===== config.mk =====
export PLATFORM = sky130hd
export DESIGN_NAME = sdram_tester_top
export DESIGN_NICKNAME = d
export VERILOG_FILES = /design/src/hw/sdram_tester_pkg.sv /design/src/hw/button_step.sv /design/src/hw/mem_access.sv /design/src/hw/port_display.sv /design/src/hw/sdram_tester_top.sv /design/src/hw/test_sequencer.sv
export SDC_FILE = /design/constraint.sdc
export NUM_CORES = 1
export LEC_CHECK = 0
export BUFFER_PORTS_ARGS = -buffer_cell sky130_fd_sc_hd__buf_2
export CORE_ASPECT_RATIO = 1.25
export CORE_UTILIZATION = 45
export DETAILED_ROUTE_END_ITERATION = 10
export PLACE_DENSITY = 0.65
export SLEW_MARGIN = 25
export SYNTH_ARGS = -nofsm -noshare
export SYNTH_HDL_FRONTEND = slang
export SYNTH_HIERARCHICAL = 1
export SYNTH_SLANG_ARGS = --single-unit
export TNS_END_PERCENT = 20

===== constraint.sdc =====
create_clock -name sdram_clk -period 6.1 [get_ports sdram_clk]
set_input_delay 0.61 -clock sdram_clk [delete_from_list [all_inputs] [get_ports sdram_clk]]
set_output_delay 0.61 -clock sdram_clk [all_outputs]
set_load 0.05 [all_outputs]

===== src/hw/sdram_tester_pkg.sv =====
package sdram_tester_pkg;

    // ----------------------------------------
    // Widths
    // ----------------------------------------
    typedef logic [24:0] mem_addr_t;    // Controller byte address
    typedef logic [31:0] mem_word_t;    // One controller data word
    typedef logic [3:0]  wmask_t;       // One bit per byte lane
    typedef logic [7:0]  port_byte_t;   // Port A LEDs
    typedef logic [2:0]  op_idx_t;      // Position in the script

    // Request as the controller samples it
    typedef struct packed {
        mem_addr_t addr;
        mem_word_t wdata;
        wmask_t    wmask;   // Any bit set starts a write
        logic      rstrb;   // Starts a read
    } mem_req_t;

    typedef enum logic [1:0] {
        DISP_CLEAR,
        DISP_BYTE,
        DISP_MARK,
        DISP_IDLE
    } disp_sel_t;

    typedef enum logic [2:0] {
        SEQ_RESET,          // Controller reset, first cycle
        SEQ_RESETTING,      // Controller reset, second cycle
        SEQ_INIT_WAIT,
        SEQ_ACCESS,
        SEQ_SHOW_BYTE,
        SEQ_SHOW_MARK,
        SEQ_IDLE
    } seq_state_t;

    // ----------------------------------------
    // Test script
    // ----------------------------------------
    localparam int TEST_OP_COUNT = 6;
    localparam mem_addr_t TEST_OP_ADDR [TEST_OP_COUNT] = '{
        25'h00_0000, 25'h00_0004, 25'h00_0008,
        25'h00_0008, 25'h00_000c, 25'h00_000c
    };
    localparam logic [TEST_OP_COUNT-1:0] TEST_OP_IS_WRITE = 6'b01_0100;    // Ops 2 and 4
    localparam mem_word_t TEST_OP_WDATA [2] = '{32'h1122_3344, 32'h9988_7766};

    localparam int STROBE_HOLD_CYCLES = 5;
    localparam int HOLD_CNT_W         = $clog2(STROBE_HOLD_CYCLES);
    localparam port_byte_t IDLE_PATTERN = 8'hff;    // All LEDs on when finished
    localparam int DEFAULT_INIT_WAIT  = 100000;     // About 2ms at 50MHz

endpackage


===== src/hw/button_step.sv =====
`timescale 1ns/1ps

module button_step (
    input  logic sdram_clk,
    input  logic rst_n,
    input  logic button_b1,    // Low while pressed
    output logic step
);

    logic btn_meta;     // First synchronizer stage
    logic btn_sync;     // Safe to use
    logic lock;         // Set once a press has been taken

    always_ff @(posedge sdram_clk) begin
        if (!rst_n) begin
            btn_meta <= 1'b1;       // Released
            btn_sync <= 1'b1;
            lock     <= 1'b0;
            step     <= 1'b0;
        end else begin
            btn_meta <= button_b1;
            btn_sync <= btn_meta;
            step     <= !btn_sync && !lock;     // Only the first cycle of a press
            if (btn_sync) begin
                lock <= 1'b0;       // Released so arm again
            end else begin
                lock <= 1'b1;       // Held down
            end
        end
    end

    // ----------------------------------------
    // Checks
    // ----------------------------------------
    // A long press must still give a single step
    a_step_single: assert property (@(posedge sdram_clk) disable iff (!rst_n)
        step |=> !step);

endmodule


===== src/hw/mem_access.sv =====
`timescale 1ns/1ps

module mem_access (
    input  logic                        sdram_clk,
    input  logic                        rst_n,
    input  logic                        start,
    input  logic                        op_write,
    input  sdram_tester_pkg::mem_addr_t op_addr,
    input  sdram_tester_pkg::mem_word_t op_wdata,
    input  logic                        mem_ready,
    input  sdram_tester_pkg::mem_word_t mem_rdata,
    output sdram_tester_pkg::mem_req_t  mem_req,
    output logic                        done,
    output logic                        rdata_valid,
    output sdram_tester_pkg::mem_word_t rdata
);
    import sdram_tester_pkg::*;

    typedef enum logic [1:0] {
        MA_IDLE,
        MA_WAIT_LOW,    // Controller must drop ready first
        MA_STROBE,
        MA_WAIT_HIGH    // Ready back means the access is over
    } ma_state_t;

    ma_state_t             state;
    logic                  is_write;    // Latched op type
    logic [HOLD_CNT_W-1:0] hold_cnt;    // Strobe cycles so far
    logic                  strobe_on;

    assign strobe_on = mem_req.rstrb | (|mem_req.wmask);

    always_ff @(posedge sdram_clk) begin
        done        <= 1'b0;    // Single cycle pulses
        rdata_valid <= 1'b0;
        if (!rst_n) begin
            state         <= MA_IDLE;
            is_write      <= 1'b0;
            hold_cnt      <= '0;
            mem_req.rstrb <= 1'b0;
            mem_req.wmask <= '0;
        end else begin
            case (state)
                MA_IDLE: begin
                    if (start) begin
                        mem_req.addr  <= op_addr;   // Setup with strobes still low
                        mem_req.wdata <= op_wdata;
                        is_write      <= op_write;
                        state         <= MA_WAIT_LOW;
                    end
                end
                MA_WAIT_LOW: begin
                    if (!mem_ready) begin
                        mem_req.rstrb <= !is_write;
                        mem_req.wmask <= is_write ? 4'b1111 : 4'b0000;  // Mask is the strobe
                        hold_cnt      <= '0;
                        state         <= MA_STROBE;
                    end
                end
                MA_STROBE: begin
                    if (hold_cnt == HOLD_CNT_W'(STROBE_HOLD_CYCLES - 1)) begin
                        mem_req.rstrb <= 1'b0;      // Release
                        mem_req.wmask <= '0;
                        state         <= MA_WAIT_HIGH;
                    end else begin
                        hold_cnt <= hold_cnt + 1'b1;
                    end
                end
                MA_WAIT_HIGH: begin
                    if (mem_ready) begin
                        if (!is_write) begin
                            rdata       <= mem_rdata;   // Word valid with ready
                            rdata_valid <= 1'b1;
                        end
                        done  <= 1'b1;
                        state <= MA_IDLE;
                    end
                end
                default: state <= MA_IDLE;
            endcase
        end
    end

    // ----------------------------------------
    // Checks
    // ----------------------------------------
    a_strobe_excl: assert property (@(posedge sdram_clk) disable iff (!rst_n)
        !(mem_req.rstrb && (|mem_req.wmask)));

    // Controller may sample the address on any strobe cycle
    a_addr_stable: assert property (@(posedge sdram_clk) disable iff (!rst_n)
        strobe_on && $past(strobe_on) |-> $stable(mem_req.addr));

endmodule


===== src/hw/port_display.sv =====
`timescale 1ns/1ps

module port_display (
    input  logic                         sdram_clk,
    input  logic                         rst_n,
    input  logic                         rdata_valid,
    input  sdram_tester_pkg::mem_word_t  rdata,
    input  sdram_tester_pkg::disp_sel_t  disp_sel,
    input  logic [1:0]                   byte_idx,
    input  sdram_tester_pkg::op_idx_t    op_idx,
    output sdram_tester_pkg::port_byte_t port_a
);
    import sdram_tester_pkg::*;

    mem_word_t  shown_word;     // Last word read back
    port_byte_t port_nxt;

    always_ff @(posedge sdram_clk) begin
        if (rdata_valid) begin
            shown_word <= rdata;
        end
    end

    // Pick what goes on the LEDs
    always_comb begin
        case (disp_sel)
            DISP_BYTE: port_nxt = shown_word[byte_idx*8 +: 8];     // Byte lane select
            DISP_MARK: port_nxt = port_byte_t'(op_idx) + 8'd1;    // Marker is op number plus one
            DISP_IDLE: port_nxt = IDLE_PATTERN;
            default:   port_nxt = '0;
        endcase
    end

    // ----------------------------------------
    // Output register
    // ----------------------------------------
    always_ff @(posedge sdram_clk) begin
        if (!rst_n) begin
            port_a <= '0;       // LEDs off
        end else begin
            port_a <= port_nxt;
        end
    end

endmodule


===== src/hw/sdram_tester_top.sv =====
`timescale 1ns/1ps

module sdram_tester_top #(
    parameter int INIT_WAIT_CYCLES = sdram_tester_pkg::DEFAULT_INIT_WAIT
) (
    input  logic                         sdram_clk,
    input  logic                         rst_n,
    input  logic                         button_b1,
    input  logic                         mem_ready,
    input  sdram_tester_pkg::mem_word_t  mem_rdata,
    output logic                         sdram_reset_n,
    output sdram_tester_pkg::mem_req_t   mem_req,
    output sdram_tester_pkg::port_byte_t port_a
);
    import sdram_tester_pkg::*;

    // Step input
    logic step;

    // Sequencer to access unit
    logic      start;
    logic      op_write;
    mem_addr_t op_addr;
    mem_word_t op_wdata;
    logic      done;

    // Toward the display
    logic       rdata_valid;
    mem_word_t  rdata;
    disp_sel_t  disp_sel;
    logic [1:0] byte_idx;
    op_idx_t    op_idx;

    // ----------------------------------------
    // Instances
    // ----------------------------------------
    button_step u_button_step (
        .sdram_clk (sdram_clk),
        .rst_n     (rst_n),
        .button_b1 (button_b1),
        .step      (step)
    );

    test_sequencer #(
        .INIT_WAIT_CYCLES (INIT_WAIT_CYCLES)
    ) u_test_sequencer (
        .sdram_clk     (sdram_clk),
        .rst_n         (rst_n),
        .step          (step),
        .done          (done),
        .start         (start),
        .op_write      (op_write),
        .op_addr       (op_addr),
        .op_wdata      (op_wdata),
        .sdram_reset_n (sdram_reset_n),
        .disp_sel      (disp_sel),
        .byte_idx      (byte_idx),
        .op_idx        (op_idx)
    );

    mem_access u_mem_access (
        .sdram_clk   (sdram_clk),
        .rst_n       (rst_n),
        .start       (start),
        .op_write    (op_write),
        .op_addr     (op_addr),
        .op_wdata    (op_wdata),
        .mem_ready   (mem_ready),
        .mem_rdata   (mem_rdata),
        .mem_req     (mem_req),       // Controller forms valid itself
        .done        (done),
        .rdata_valid (rdata_valid),
        .rdata       (rdata)
    );

    port_display u_port_display (
        .sdram_clk   (sdram_clk),
        .rst_n       (rst_n),
        .rdata_valid (rdata_valid),
        .rdata       (rdata),
        .disp_sel    (disp_sel),
        .byte_idx    (byte_idx),
        .op_idx      (op_idx),
        .port_a      (port_a)
    );

endmodule


===== src/hw/test_sequencer.sv =====
`timescale 1ns/1ps

module test_sequencer #(
    parameter int INIT_WAIT_CYCLES = sdram_tester_pkg::DEFAULT_INIT_WAIT
) (
    input  logic                        sdram_clk,
    input  logic                        rst_n,
    input  logic                        step,
    input  logic                        done,
    output logic                        start,
    output logic                        op_write,
    output sdram_tester_pkg::mem_addr_t op_addr,
    output sdram_tester_pkg::mem_word_t op_wdata,
    output logic                        sdram_reset_n,
    output sdram_tester_pkg::disp_sel_t disp_sel,
    output logic [1:0]                  byte_idx,
    output sdram_tester_pkg::op_idx_t   op_idx
);
    import sdram_tester_pkg::*;

    seq_state_t                                state;
    logic [$clog2(INIT_WAIT_CYCLES + 1) - 1:0] init_cnt;   // Settling time

    // Current operation straight from the script tables
    assign op_addr  = TEST_OP_ADDR[op_idx];
    assign op_write = TEST_OP_IS_WRITE[op_idx];
    assign op_wdata = TEST_OP_WDATA[op_idx[2]];     // Op 2 takes word 0 and op 4 word 1

    // Controller held in reset for the first two states
    assign sdram_reset_n = !(state == SEQ_RESET || state == SEQ_RESETTING);

    always_comb begin
        case (state)
            SEQ_SHOW_BYTE: disp_sel = DISP_BYTE;
            SEQ_SHOW_MARK: disp_sel = DISP_MARK;
            SEQ_IDLE:      disp_sel = DISP_IDLE;
            default:       disp_sel = DISP_CLEAR;   // Dark until something to show
        endcase
    end

    // ----------------------------------------
    // Sequencer FSM
    // ----------------------------------------
    always_ff @(posedge sdram_clk) begin
        start <= 1'b0;      // Pulse on entry to SEQ_ACCESS only
        if (!rst_n) begin
            state    <= SEQ_RESET;
            init_cnt <= '0;
            op_idx   <= '0;
            byte_idx <= '0;
        end else begin
            case (state)
                SEQ_RESET: begin
                    init_cnt <= '0;
                    state    <= SEQ_RESETTING;
                end
                SEQ_RESETTING: state <= SEQ_INIT_WAIT;
                SEQ_INIT_WAIT: begin
                    if (int'(init_cnt) == INIT_WAIT_CYCLES) begin
                        op_idx <= '0;
                        start  <= 1'b1;
                        state  <= SEQ_ACCESS;
                    end else begin
                        init_cnt <= init_cnt + 1'b1;
                    end
                end
                SEQ_ACCESS: begin
                    if (done) begin
                        if (op_write) begin
                            state <= SEQ_SHOW_MARK;     // Nothing to show for a write
                        end else begin
                            byte_idx <= 2'd3;           // MSB first
                            state    <= SEQ_SHOW_BYTE;
                        end
                    end
                end
                SEQ_SHOW_BYTE: begin
                    if (step) begin
                        if (byte_idx == 2'd0) begin
                            state <= SEQ_SHOW_MARK;
                        end else begin
                            byte_idx <= byte_idx - 1'b1;
                        end
                    end
                end
                SEQ_SHOW_MARK: begin
                    if (step) begin
                        if (op_idx == op_idx_t'(TEST_OP_COUNT - 1)) begin
                            state <= SEQ_IDLE;      // Script finished
                        end else begin
                            op_idx <= op_idx + 1'b1;
                            start  <= 1'b1;
                            state  <= SEQ_ACCESS;
                        end
                    end
                end
                SEQ_IDLE: state <= SEQ_IDLE;        // Parked for good
                default:  state <= SEQ_RESET;
            endcase
        end
    end

    // ----------------------------------------
    // Checks
    // ----------------------------------------
    a_start_in_access: assert property (@(posedge sdram_clk) disable iff (!rst_n)
        start |-> state == SEQ_ACCESS);

endmodule


==> results of run 1 <==
## metrics by stage
| step | total power [mW] | hold WS, ns | setup WS, ns | area, um2 |
|---|---|---|---|---|
| floorplan | 1.45 | 0.386 | 3.42 | 7120 |
| global placement | 1.48 | 0.399 | 3.88 | 7430 |
| finish | 2.51 | 0.354 | 3.74 | 8030 |
| global route | 2.62 | 0.338 | 3.61 | 8030 |
| CTS | 2.54 | 0.344 | 3.64 | 8030 |
| detailed placement | 1.49 | 0.402 | 3.84 | 7430 |
## flip-flops by register name, indices dropped and copies added, names as in the netlist, 2 cells and up
signal,cells
u_test_sequencer/init_cnt,17
u_mem_access/mem_req,59
u_port_display/shown_word,32
u_test_sequencer/byte_idx,2
u_test_sequencer/state,3
u_mem_access/hold_cnt,3
u_mem_access/state,2
u_mem_access/rdata,32
u_test_sequencer/op_idx,3
u_port_display/port_a,8
## cell type report
type                    count  share of cell area
clock buffers              17              0.0530
clock inverters            15              0.0223
inverters                  17             0.00794
multi-input cells         282               0.241
flip-flops and latches    170               0.574
well taps                 208              0.0324
repair buffers            109              0.0688
## metal layers
metal	track usage	wire length, um	share of wire
met5	0	0	0
met4	0.0589	114	0.011
met3	0.0391	418	0.040
met2	0.238	5380	0.52
met1	0.157	4430	0.43
## logic make-up after synthesis
group,after synthesis
compound gates,72
xor+xnor,13
fa+ha+maj,17
buf+inv,85
flops,170
mux,18
other cells,2
simple gates,117
## how the worst min path moves through the flow
stage,to,cells after the start
detailed placement,u_button_step/btn_sync,1
CTS,u_mem_access/rdata[4],1
floorplan,u_button_step/btn_sync,1
global route,u_mem_access/rdata[4],1
global placement,u_button_step/step,1
finish,u_mem_access/rdata[4],1
## power breakdown
part	internal (mW)	leakage, nW	switching [mW]
sequential	1.24	1.48	0.0149
clock	0.586	0.293	0.467
combinational	0.0687	1.23	0.133
total	1.90	3.01	0.615
## synth_stat cells, drive strengths merged (6+ instances only)
cell	count
o211ai	6
and3	6
xor2	8
nor2b	11
nor2	33
nand3	7
edfxtp	121
mux2	12
buf	66
a21boi	6
o21ai	13
ha	17
a21oi	10
inv	16
dfxtp	49
nand2	22
==> results summary, run 1 <==
The largest delay contributor family on the critical path is flip-flops. The worst clock skew came out at 0.0189 ns. The sum of overflow across all layers after global routing is 0.

In this run the most critical hold path is launched from mem_rdata[4]. The data required time of the worst path came out at 5.49 ns. The signal on the critical path passes through inv_1 > ha_1 > o21ai_0 > buf_2. The portion of netlist area occupied by mux cells came out at 0.0320. The count of buffers inserted at the top-level ports came out at 106. The number of buffer and inverter instances along the worst setup path came out at 2. The fraction of the mapped netlist area in compound gates is 0.0767. During I/O placement, the number of pins put on the boundary was 107. For this design the static power due to leakage is 3.01 nW. The routed wire length came out at 10300 um. The cell row count is 50. The clock network latency to the later pin of the worst-skew pair came out at 0.43 ns.

The critical path start-end classification is register to output pin. The path class of the tightest hold or removal check is input pin to register. STA classifies the critical path startpoint as a register.

The sequential cells in the finished layout cover a total of 0.00461 mm2. The count of endpoints failing setup in the final report is 0. The post-synthesis cell type count came out at 71. The number of gates given a new drive strength after cts is 0. The final-layout fill cell count is 1227.

The ratio of routed vias to standard cells is 4.75. The most used flip-flop cell after synthesis is edfxtp_1. The actual transition at the worst max-transition pin came out at 0.807 ns. The number of inserted diodes is 0. The routed length per placed instance came out at 12.6 um. The post-synthesis adder-cell area fraction is 0.0306. The number of sinks driven by the clock tree is 170. The logic depth of the worst path, buffers included is 4.

The endpoint class of the critical path is an output pin. The startpoint identified for the worst register-to-register timing path is u_test_sequencer/state[0]. Once layout is complete, the utilization of the core stands at 0.533. Across the run, the number of max-cap violations was 0.

The number of antenna violations at the first check in global routing came out at 0. The time the worst path needs with I/O delays and setup is 2.36 ns. Of the total synthesized cell area, the portion taken by AND, OR, NAND and NOR gates is 0.0978. The post-synthesis share of cell area spent on xor and xnor gates is 0.0164. The post-synth design cell area came out at 0.00696 mm2. Leaving out fill and tap cells, the most frequent cells in the layout are 121 x edfxtp_1, 106 x buf_2, 49 x dfxtp_1.

In the synthesized netlist, the number of instances is 494. The residual antenna-violating net count after detailed routing came out at 0. The largest voltage drop on the vdd net came out at 0.310 mV. The number of remaining DRC errors came out at 0. The biggest cell delay along the critical path is 0.39 ns. In this run, synthesis produced a sequential element count of 170. The cell count of the worst reg-to-reg path is 7.

The area of the multi-input gates came out at 0.00194 mm2. The critical path starts at u_test_sequencer/state[0]. The buffer type at the clock tree root is clkbuf_16. The core region is 0.0151 mm2.

The post-synthesis async set-or-reset flop share came out at 0. The worst pin sits at a relative slew slack of 0.461. The final number of max-transition violations is 0. The share of the clock period used by the worst path after layout is 0.387.

For this block, the initial DRC count from the detailed router was 249. The number of global-route vias before repair was 3625. The wire length of the first global-routing pass is 16900 um. The top achievable clock speed came out at 424 MHz. Leaving out fill and tap cells, the most frequent cell in the layout is edfxtp_1. The number of setup buffers added after CTS is 0. Dividing total power by cell area gives a power density of 313 mW/mm2. The register-to-register setup slack is 3.94 ns. Routability-driven placement finished with a final weighted congestion of 0.814. The filler-free cell count of the finished design is 818. After routing, the total negative slack on setup checks comes to 0 ns. The first-pass iteration count of the detailed router is 4.

The effective utilization at floorplan is 0.462. By area the synthesized netlist is led by edfxtp_1 52%, dfxtp_1 14%, buf_4 6.4%, ha_1 3.1%, nor2_1 1.7%. The average cell area after synthesis came out at 14.1 um2. After synthesis, the largest family of logic cells by area is simple AND/OR/NAND/NOR gates.

The sequential area share after synthesis is 0.663. The number of enable flip-flop cells after synthesis came out at 121. The count of hold buffers inserted by post-cts repair came out at 0. The overall fraction of global-route tracks in use came out at 0.137. The number of hold violations in the final report is 0. The signal arrival time at the worst endpoint came out at 1.75 ns. The largest net degree at the start of global routing came out at 58.

The H-tree depth is 4. The total number of nets in the final design is 650. Counting the buffers created by CTS gives 17. In this run the worst setup path terminates at sdram_reset_n. Summing over every cut layer, the via total after detailed routing is 3886. The layout cell share with drive strength beyond 1 is 0.285. The worst register-to-register path ends at u_test_sequencer/init_cnt[15].

The clock transition at the registers of the reported paths is 0.07 ns. The slowest library cell on the worst path is dfxtp_1. The post-DP HPWL is 7130 um. The post-synthesis to final-layout area growth came out at 15.4%. The area enclosed by the die boundary is 0.0160 mm2. edfxtp_1 takes more of the synthesized area than any other cell. The flow ran to the end, and the final reports show no timing, DRC or antenna violations. The area share of the largest cell type after synthesis is 0.522. The number of buffers on the longest clock path came out at 2. The die width is 113 um. The die height is 141 um. The worst-path maximum fanout came out at 8. Setup repair after global routing left no endpoint under its margin. The Yosys warning count came out at 6. The total instance count after detailed placement came out at 786.

TritonCTS built the clock tree.
Note: power is estimated with default switching activity, not from simulation.
==> run 2, diff against run 1 <==
Clock period 6.1 ns to 2.2 ns, I/O delays scaled along.
==> run 2 against run 1 <==
  * Sequential share of layout area fell by 2.9 points
  * First-iteration DRC count fell by 31%
  * Highest routed layer unchanged
  * Utilization rose by 2.8 points
  * Combinational power rose to 3.1 times the previous value
  * Non-clock buffer count rose by 40
  * Largest cell class unchanged
  * Hold slack got worse by 0.17 ns
  * Clock power rose to 2.9 times the previous value
  * Clock-buffer cell count did not move
==> results summary, run 2 (synthesis results as in run 1) <==
The total number of nets in the final design came out at 690 (+6.2%). The count of buffers inserted at the top-level ports came out at 106 (unchanged). The number of remaining DRC errors came out at 0 (unchanged). The flow ran to the end, and the final reports show no timing, DRC or antenna violations. The power consumption is 7.18 mW (+190%). The instance area at placement is 0.00751 mm2 (+1.0%).

In the final layout, the registers with the most flip-flops are u_mem_access/mem_req: 59 flops, u_mem_access/rdata: 32 flops, u_port_display/shown_word: 32 flops. The weighted congestion at the end of routability-driven global placement is 0.855 (+5.1%). Dividing the final minimum period by the clock period gives 0.923. The clock network latency to the later pin of the worst-skew pair came out at 0.42 ns (about the same). The signal arrival time at the worst endpoint came out at 2.37 ns (+0.62 ns). The post-synthesis to final-layout area growth came out at 21.4%. The sum of overflow across all layers after global routing came out at 0 (unchanged). The number of sinks driven by the clock tree is 170 (unchanged). The critical path is of the register to register type.

The top cell types in the final layout, fill and taps aside, are 121 x edfxtp_1, 106 x buf_2, 49 x dfxtp_1. Timing would allow up to 493 MHz. The actual transition at the worst max-transition pin is 0.525 ns (-0.282 ns). The final number of max-transition violations is 0 (unchanged). The largest voltage drop on the vdd net came to 0.508 mV (+64%).

The wire length of the first global-routing pass is 19400 um (+15%). The number of hold violations in the final report is 0 (unchanged). The final-layout worst hold slack was 0.180 ns (-0.174 ns). The routed wire length came out at 11700 um (+13%). The die height came out at 141 um (unchanged).

The most common library cell in the layout ignoring fill and taps is edfxtp_1. The final worst-path setup slack is 0.170 ns (-3.57 ns). The buffer count from post-CTS setup fixing is 0 (unchanged).

The H-tree depth came to 4 (unchanged). The cell row count is 50 (unchanged). TritonCTS built the clock tree. The power per unit of standard cell area is 849 mW/mm2 (+170%). The first-pass iteration count of the detailed router is 4 (unchanged). The worst setup path is launched from a register. The setup slack after placement came out at 0.116 ns (-3.72 ns). The largest net degree at the start of global routing came to 58 (unchanged). The static power due to leakage is 3.19 nW (+6.1%). The number of buffers on the longest clock path is 2 (unchanged). The number of global-route vias before repair is 4141 (+14%).

The area enclosed by the die boundary is 0.0160 mm2 (unchanged). The total instance count after detailed placement is 793 (+0.89%). The clock transition at the registers of the reported paths came out at 0.06 ns (about the same). The worst setup path is captured at a register. The residual antenna-violating net count after detailed routing is 0 (unchanged). The CTS buffer count came to 17 (unchanged). The buffer type at the clock tree root is clkbuf_16. The flip-flop count of the largest register after layout is 59 (unchanged). The count of endpoints failing setup in the final report is 0 (unchanged).

The tightest min-delay check is of the input pin to register type. The filler-free cell count of the finished design was 857 (+4.8%). The time the worst path needs with I/O delays and setup came out at 2.03 ns. The number of antenna violations at the first check in global routing came out at 0 (unchanged). The number of inserted diodes came to 0 (unchanged). The post-DP HPWL came out at 7480 um (+5.0%). The effective utilization at floorplan is 0.462 (unchanged).

The number of violations of the max-capacitance limit is 0 (unchanged). The cell area after layout is 0.00845 mm2 (+5.2%). The layout cell share with drive strength beyond 1 is 0.279 (-0.00636). The worst-case headroom to the max-slew limit is 0.649 (+0.188). The worst-path maximum fanout came to 8 (unchanged). The routed length per placed instance was 13.7 um (+8.1%). The first-iteration detailed-routing DRC count is 173 (-31%). The ratio of routed vias to standard cells came to 4.71 (-0.84%). The overall via count from detail_route came out at 4037 (+3.9%). The worst clock skew came out at 0.00993 ns (-0.00896 ns). The die width is 113 um (unchanged). The area of the core region is 0.0151 mm2 (unchanged). The overall fraction of global-route tracks in use is 0.159 (+0.0222). The register containing the most flip-flops in the final layout is u_mem_access/mem_req. The number of top-level pins is 107 (unchanged). The data required time of the worst path is 2.54 ns (-2.95 ns).
## run 2: metal layers
layer / vias to the layer above / track usage / wire, um
li1: 1996 / - / -
met1: 1909 / 0.179 / 4980
met2: 119 / 0.281 / 6060
met3: 13 / 0.0503 / 515
met4: 0 / 0.0582 / 157
met5: - / 0 / 0
## run 2: layout make-up
type                       instances  area [um2]
clock buffer                      17         425
sequential                       170        4610
clock inverter                    14         183
inverter                          17        63.8
timing repair buffer             149         961
multi-input combinational        282        1950
tap                              208         260
fill                            1221        6620
## run 2: final timing paths
check	start	slack (ns)	to	cells past startpoint
setup reg to reg	u_test_sequencer/state[0]	0.17	u_test_sequencer/init_cnt[15]	7
hold / removal	mem_ready	0.18	u_mem_access/done	2
hold reg to reg	u_button_step/lock	0.42	u_button_step/step	1
setup / recovery	u_test_sequencer/state[0]	0.17	u_test_sequencer/init_cnt[15]	7
## run 2: critical path, cell delays in order (launching register included)
cell     delay, ns
dfxtp_1       0.39
inv_1         0.08
ha_1          0.29
nor3b_1       0.31
and3_2        0.32
nor2_1        0.07
or3_1         0.35
a21oi_1       0.14
## run 2: report_power, final
| part | leakage, nW | switching (mW) | internal, mW |
|---|---|---|---|
| combinational | 1.41 | 0.381 | 0.237 |
| clock | 0.296 | 1.26 | 1.81 |
| sequential | 1.48 | 0.0415 | 3.45 |
| total | 3.19 | 1.68 | 5.50 |
## run 2: what timing repair did
item                                    4_1_cts  5_1_grt
hold buffers                                 33        0
gates resized for setup                       0        3
endpoints found under the setup margin        0        3
hold endpoints to repair                     33        0
## run 2: through the flow
stage	TNS, ns	utilization
6_report	0	0.561
5_1_grt	-0.00230	0.561
4_1_cts	0	0.560
3_5_place_dp	0	0.498
3_3_place_gp	0	0.498
2_1_floorplan	-18.07	-
